**config.mk**
```make
export PLATFORM = sky130hd
export DESIGN_NAME = floor_logic_top
export DESIGN_NICKNAME = d
export VERILOG_FILES = /design/src/hdl/elevator_pkg.sv /design/src/hdl/request_register.sv /design/src/hdl/car_dispatch.sv /design/src/hdl/floor_logic_top.sv
export SDC_FILE = /design/constraint.sdc
export NUM_CORES = 1
export LEC_CHECK = 0
export BUFFER_PORTS_ARGS = -buffer_cell sky130_fd_sc_hd__buf_2
export CORE_ASPECT_RATIO = 1.25
export CORE_MARGIN = 3
export CORE_UTILIZATION = 30
export DETAILED_ROUTE_END_ITERATION = 8
export GPL_TIMING_DRIVEN = 0
export MAX_ROUTING_LAYER = met4
export PLACE_DENSITY_LB_ADDON = 0.05
export RECOVER_POWER = 100
export SLEW_MARGIN = 20
export SYNTH_ARGS = -nofsm -noshare
export SYNTH_HDL_FRONTEND = slang
export SYNTH_SLANG_ARGS = --single-unit
```
**constraint.sdc**
```tcl
create_clock -name clock -period 2.71 [get_ports clock]
set_input_delay 0.1355 -clock clock [delete_from_list [all_inputs] [get_ports clock]]
set_output_delay 0.1355 -clock clock [all_outputs]
set_load 0.01 [all_outputs]
```
**src/hdl/elevator_pkg.sv**
```systemverilog
package elevator_pkg;

    // Number of served floors with index 0 as the lowest floor
    localparam int num_floors = 11;

    // Floor index from 0 to num_floors - 1
    typedef logic [3:0] floor_t;

    // One request bit per floor with bit 0 at the lowest floor
    typedef logic [num_floors-1:0] floor_mask_t;

    // Travel direction values
    localparam logic dir_up   = 1'b1;
    localparam logic dir_down = 1'b0;

    ////////////////////////////////////////////////////////////
    // Car status as seen from the motion controller
    ////////////////////////////////////////////////////////////

    // floor is the floor the car stands at or last passed
    // moving is high between floors
    // powered follows the power switch
    // emergency follows the emergency button
    typedef struct packed {
        floor_t floor;
        logic   moving;
        logic   powered;
        logic   emergency;
    } car_status_t;

    ////////////////////////////////////////////////////////////
    // Door open and close pair
    ////////////////////////////////////////////////////////////

    // Used for the door buttons and for the door permissions
    typedef struct packed {
        logic open;
        logic close;
    } door_request_t;

endpackage

```
**src/hdl/request_register.sv**
```systemverilog
`timescale 1ns/10ps

module request_register (
    input  logic                      clock,
    input  logic                      reset_n,
    input  elevator_pkg::floor_mask_t buttons,
    input  elevator_pkg::car_status_t car,
    output elevator_pkg::floor_mask_t lights
);

    logic                      stopped;
    logic                      accept;
    elevator_pkg::floor_mask_t here;
    elevator_pkg::floor_mask_t set_mask;
    elevator_pkg::floor_mask_t clear_mask;

    // Car powered and standing still
    assign stopped = car.powered && !car.moving;

    // Presses only count with power on and no emergency
    assign accept = car.powered && !car.emergency;

    // One-hot mask of the car's floor
    always_comb begin
        for (int i = 0; i < elevator_pkg::num_floors; i++) begin
            here[i] = (car.floor == elevator_pkg::floor_t'(i));
        end
    end

    ////////////////////////////////////////////////////////////
    // Set and clear masks
    ////////////////////////////////////////////////////////////

    // A press at the floor where the car stands is already served
    always_comb begin
        set_mask   = '0;
        clear_mask = '0;
        if (accept) begin
            set_mask = stopped ? (buttons & ~here) : buttons;
        end
        if (stopped) begin
            clear_mask = here;
        end
    end

    // Clear wins over a press on the same bit
    always_ff @(posedge clock or negedge reset_n) begin
        if (!reset_n) begin
            lights <= '0;
        end else begin
            lights <= (lights | set_mask) & ~clear_mask;
        end
    end

endmodule

```
**src/hdl/car_dispatch.sv**
```systemverilog
`timescale 1ns/10ps

module car_dispatch (
    input  logic                        clock,
    input  logic                        reset_n,
    input  elevator_pkg::floor_mask_t   hall_lights,
    input  elevator_pkg::floor_mask_t   panel_lights,
    input  elevator_pkg::car_status_t   car,
    input  elevator_pkg::door_request_t door_buttons,
    output elevator_pkg::floor_t        target_floor,
    output logic                        direction,
    output logic                        activate,
    output elevator_pkg::door_request_t door_allowed
);

    elevator_pkg::floor_mask_t pending;
    elevator_pkg::floor_mask_t above;
    elevator_pkg::floor_mask_t below;
    elevator_pkg::floor_t      lowest_above;
    elevator_pkg::floor_t      highest_below;
    elevator_pkg::floor_t      next_target;
    logic                      next_direction;
    logic                      chosen;
    logic                      stopped;
    logic                      run_ok;

    assign stopped = !car.moving;
    assign run_ok  = car.powered && !car.emergency && stopped;

    ////////////////////////////////////////////////////////////
    // Pending requests relative to the car
    ////////////////////////////////////////////////////////////

    // The car's own floor drops out while stopped, its light clears next edge
    always_comb begin
        pending = hall_lights | panel_lights;
        for (int i = 0; i < elevator_pkg::num_floors; i++) begin
            if (stopped && car.floor == elevator_pkg::floor_t'(i)) begin
                pending[i] = 1'b0;
            end
            above[i] = pending[i] && (elevator_pkg::floor_t'(i) > car.floor);
            below[i] = pending[i] && (elevator_pkg::floor_t'(i) < car.floor);
        end
    end

    // Nearest request above, scanned top down so the lowest wins
    always_comb begin
        lowest_above = '0;
        for (int i = elevator_pkg::num_floors - 1; i >= 0; i--) begin
            if (above[i]) begin
                lowest_above = elevator_pkg::floor_t'(i);
            end
        end
    end

    // Nearest request below, scanned bottom up so the highest wins
    always_comb begin
        highest_below = '0;
        for (int i = 0; i < elevator_pkg::num_floors; i++) begin
            if (below[i]) begin
                highest_below = elevator_pkg::floor_t'(i);
            end
        end
    end

    ////////////////////////////////////////////////////////////
    // Scan rule
    ////////////////////////////////////////////////////////////

    // Keep going while requests lie ahead, reverse otherwise
    always_comb begin
        next_target    = target_floor;
        next_direction = direction;
        chosen         = 1'b0;
        if (stopped) begin
            if (direction == elevator_pkg::dir_up) begin
                if (|above) begin
                    next_target = lowest_above;
                    chosen      = 1'b1;
                end else if (|below) begin
                    next_target    = highest_below;
                    next_direction = elevator_pkg::dir_down;
                    chosen         = 1'b1;
                end
            end else begin
                if (|below) begin
                    next_target = highest_below;
                    chosen      = 1'b1;
                end else if (|above) begin
                    next_target    = lowest_above;
                    next_direction = elevator_pkg::dir_up;
                    chosen         = 1'b1;
                end
            end
        end
    end

    always_ff @(posedge clock or negedge reset_n) begin
        if (!reset_n) begin
            target_floor <= '0;
            direction    <= elevator_pkg::dir_up;
            activate     <= 1'b0;
            door_allowed <= '0;
        end else begin
            target_floor <= next_target;
            direction    <= next_direction;
            activate     <= run_ok && chosen;
            // Doors only move with power on and the car standing
            door_allowed <= (car.powered && stopped) ? door_buttons : '0;
        end
    end

endmodule

```
**src/hdl/floor_logic_top.sv**
```systemverilog
`timescale 1ns/10ps

module floor_logic_top (
    input  logic                        clock,
    input  logic                        reset_n,
    input  elevator_pkg::floor_mask_t   hall_buttons,
    input  elevator_pkg::floor_mask_t   panel_buttons,
    input  elevator_pkg::door_request_t door_buttons,
    input  elevator_pkg::car_status_t   car,
    output elevator_pkg::floor_mask_t   hall_lights,
    output elevator_pkg::floor_mask_t   panel_lights,
    output elevator_pkg::floor_t        target_floor,
    output logic                        direction,
    output logic                        activate,
    output elevator_pkg::door_request_t door_allowed
);

    ////////////////////////////////////////////////////////////
    // Request latches
    ////////////////////////////////////////////////////////////

    // Hall call buttons on every landing
    request_register hall_requests (
        .clock   (clock),
        .reset_n (reset_n),
        .buttons (hall_buttons),
        .car     (car),
        .lights  (hall_lights)
    );

    // Destination buttons inside the car
    request_register panel_requests (
        .clock   (clock),
        .reset_n (reset_n),
        .buttons (panel_buttons),
        .car     (car),
        .lights  (panel_lights)
    );

    ////////////////////////////////////////////////////////////
    // Target selection and door permissions
    ////////////////////////////////////////////////////////////

    car_dispatch dispatch (
        .clock        (clock),
        .reset_n      (reset_n),
        .hall_lights  (hall_lights),
        .panel_lights (panel_lights),
        .car          (car),
        .door_buttons (door_buttons),
        .target_floor (target_floor),
        .direction    (direction),
        .activate     (activate),
        .door_allowed (door_allowed)
    );

endmodule

```
==> flow_metrics.py <==
metrics = {
    "cts": {
        "cts_buffers": 5,
        "cts_hold_buf": 1,
        "cts_tree": "done",
        "cts_max_level": 2,
        "clock_latency_ns": 0.29,
        "cts_buffer_depth": 2,
        "cts-root-buf": "clkbuf_8",
        "cts.sinks": 30,
        "cts_setup_buffers": 0,
        "cts.clk_slew.worst_paths_ns": 0.07,
        "cts_resized": 0,
    },
    "synth": {
        "synth_adder_area_share_pct": 0,
        "ys.flop_type": "dfrtp_1",
        "synth_edf_count": 0,
        "synth_top_family_by_area": "compound AO/OA/AOI/OAI gates",
        "synth_xor_area_share_pct": 0,
        "syn_inst": 206,
        "muxShareOfSynthArea_pct": 0.6020,
        "synth-seq-cells": 30,
        "synth_area_leaders": "dfrtp_1 39%, a21oi_1 11%, nor2_1 4.8%, o32ai_2 2.6%, a31oi_1 2.3%",
        "syn-num-nets": 239,
        "syn_area_um2": 1871,
        "yosys.area.top_type": "dfrtp_1",
        "yosys.area_share.simple_pct": 21.61,
        "synth-compound-area-share_pct": 33.65,
        "yosysWarnings": 0,
        "synth_top_area_share_pct": 38.80,
        "ys_seq_area_share_pct": 40.20,
        "avgSynthCellArea_um2": 9.080,
        "async_flop_share_pct": 100.0,
        "synth_cell_types": 49,
    },
    "detailed_routing": {
        "routedWlPerCell_um": 16.55,
        "drcViolationCount": 0,
        "via_count": 1913,
        "post_drt_via_cell_ratio": 5.344,
        "first_pass_iters": 4,
        "first_iter_violations": 111,
        "ant_nets": 0,
        "drt-total-wl_mm": 5.926,
    },
    "job": {
        "drv_cap": 1,
    },
    "placed_design": {
        "dp_cells": 349,
        "place_hpwl_mm": 4.536,
        "io_buffers": 61,
        "gp_congestion": 0.7841,
    },
    "grt": {
        "grt_pass1_wl_mm": 9.936,
        "gr-total-overflow": 0,
        "antenna_found_initial": 0,
        "grt_use_total_pct": 17.93,
        "grt_max_degree": 31,
        "first_global_vias": 1935,
    },
    "timing": {
        "max_slew_margin_pct": -8.728,
        "setup_violations": 0,
        "clock_skew_ns": 0.007750,
        "tightest_slew_ns": 1.631,
        "clock.fmax_mhz": 447.5,
        "final_hold_viol_count": 0,
        "finalCritPeriodShare_pct": 82.46,
        "period_minus_slack_ns": 2.235,
        "final-max-slew-violation-count": 31,
        "hold_ws_ns": 0.05263,
        "fin_setup_tns_ns": 0,
        "rsz0062_at_grt": "false",
    },
    "floorplanning": {
        "dieArea_um2": 7225,
        "die_w_um": 76.63,
        "coreArea_um2": 5934,
        "initial_core_util_pct": 31.52,
        "ios": 63,
        "die_height_um": 94.29,
        "rows": 31,
    },
    "run_status": {
        "violations": "max-capacitance violations, max-slew violations",
        "status": "finished, violations left",
    },
    "cells_and_area": {
        "antenna_cells": 0,
        "fillCellCount": 671,
        "fin_nets": 308,
        "area_growth_pct": 24.21,
        "drive_gt1_share_pct": 20.65,
        "fin_cells": 358,
    },
    "setup_path": {
        "crit_path_end_kind": "flip-flop",
        "crit_required_ns": 2.93,
        "arrival_ns": 2.45,
        "startpoint_type": "flip-flop",
        "path_class": "flip-flop to flip-flop",
        "path_max_fanout": 7,
    },
    "power": {
        "p_leak_uw": 0.0008606,
        "power.density_nw_per_um2": 514.0,
        "peakVddDrop_mv": 0.2368,
    },
    "min_path": {
        "hold_path.class": "input pin to flip-flop",
    },
}
==> flip-flops by register name (all words and copies together) (netlist names) <==
name                   cells
dispatch.activate          1
dispatch.door_allowed      2
hall_requests.lights      11
dispatch.target_floor      4
dispatch.direction         1
panel_requests.lights     11
==> power breakdown <==
group	internal (µW)	switching [µW]	total [µW]
Clock	205	172	376
Combinational	106	160	267
Sequential	494	56.9	551
==> critical path, stage by stage (launching register included) <==
cell     delay, ns
dfrtp_1       0.43
nor4_1        0.51
nor4_4        0.11
nor4_4        0.46
a41oi_1       0.32
nor2b_1       0.22
a221o_1       0.12
==> layer usage <==
| layer | track usage (%) | wire length [µm] | vias to the layer above |
|---|---|---|---|
| li1 | - | - | 927 |
| met1 | 22.04 | 2654 | 924 |
| met2 | 29.84 | 2906 | 55 |
| met3 | 3.647 | 285 | 7 |
| met4 | 5.438 | 79 | 0 |
| met5 | - | 0 | - |
==> path summary, 6_finish.rpt <==
path / slack, ns / to / from / cells past startpoint
worst max-delay path: 0.48 / dispatch.target_floor[1] / panel_requests.lights[4] / 6
worst min-delay path: 0.05 / dispatch.door_allowed[0] / door_buttons[0] / 2
worst max register to register: 0.48 / dispatch.target_floor[1] / panel_requests.lights[4] / 6
worst min register to register: 0.55 / dispatch.target_floor[2] / dispatch.target_floor[2] / 2
max in group asynchronous: 0.96 / hall_requests.lights[6] / reset_n / 2
min in group asynchronous: 0.80 / panel_requests.lights[2] / reset_n / 2
==> logic make-up (layout without fill, tap and decap cells) <==
kind of cell / count (synthesis) / in the layout
multiplexers: 1 / 1
buffers and inverters: 15 / 85
flip-flops: 30 / 30
AO/OA/AOI/OAI: 92 / 92
AND/OR/NAND/NOR: 68 / 68
==> synth_stat cells, drive strengths merged (2+ instances only) <==
library cell,n
nor4,8
nor3b,3
and2,7
a31oi,7
o21ai,9
o221ai,2
nor2,25
o211ai,3
nand2,4
a21o,3
dfrtp,29
nor2b,6
clkbuf,5
a21oi,42
buf,8
nor3,7
or2,2
o21bai,2
o32ai,6
a22o,2
inv,2
and3,3
o22ai,5
a221oi,2
==> stage by stage <==
step	worst slack [ns]	util (%)	power, µW	instance area, µm²
finish	0.4753	39.15	1194	2323
global route	0.2243	39.15	1269	2323
CTS	0.4898	40.10	1229	2380
detailed placement	0.5069	38.39	842.9	2278
global placement	0.5482	38.39	843.2	2278
floorplan	0.7463	-	712.5	1871
==> placed cells by master (no fill, tap or decap), types with 3 or more instances in the layout <==
| master | instances |
|---|---|
| a31oi_1 | 7 |
| clkbuf_1 | 41 |
| a21oi_1 | 42 |
| o32ai_1 | 3 |
| a21o_1 | 3 |
| nand2_1 | 4 |
| o211ai_1 | 3 |
| nor3_1 | 6 |
| clkbuf_8 | 6 |
| o21ai_0 | 8 |
| buf_2 | 32 |
| nor3b_1 | 3 |
| o32ai_2 | 3 |
| nor4_1 | 4 |
| o22ai_1 | 4 |
| nor2_1 | 25 |
| and2_1 | 6 |
| dfrtp_1 | 29 |
| nor2b_1 | 6 |
==> final cells by class <==
class	instances	area [µm²]	area share, %
sequential	30	752.0	32.36
clock inverter	1	5.005	0.2154
inverter	2	7.507	0.3231
clock buffer	7	86.33	3.716
tap	82	102.6	4.416
multi-input combinational	161	1035	44.53
timing repair buffer	62	275.3	11.85
buffer	13	60.06	2.585
No activity file was read; power rests on OpenSTA's default activity.
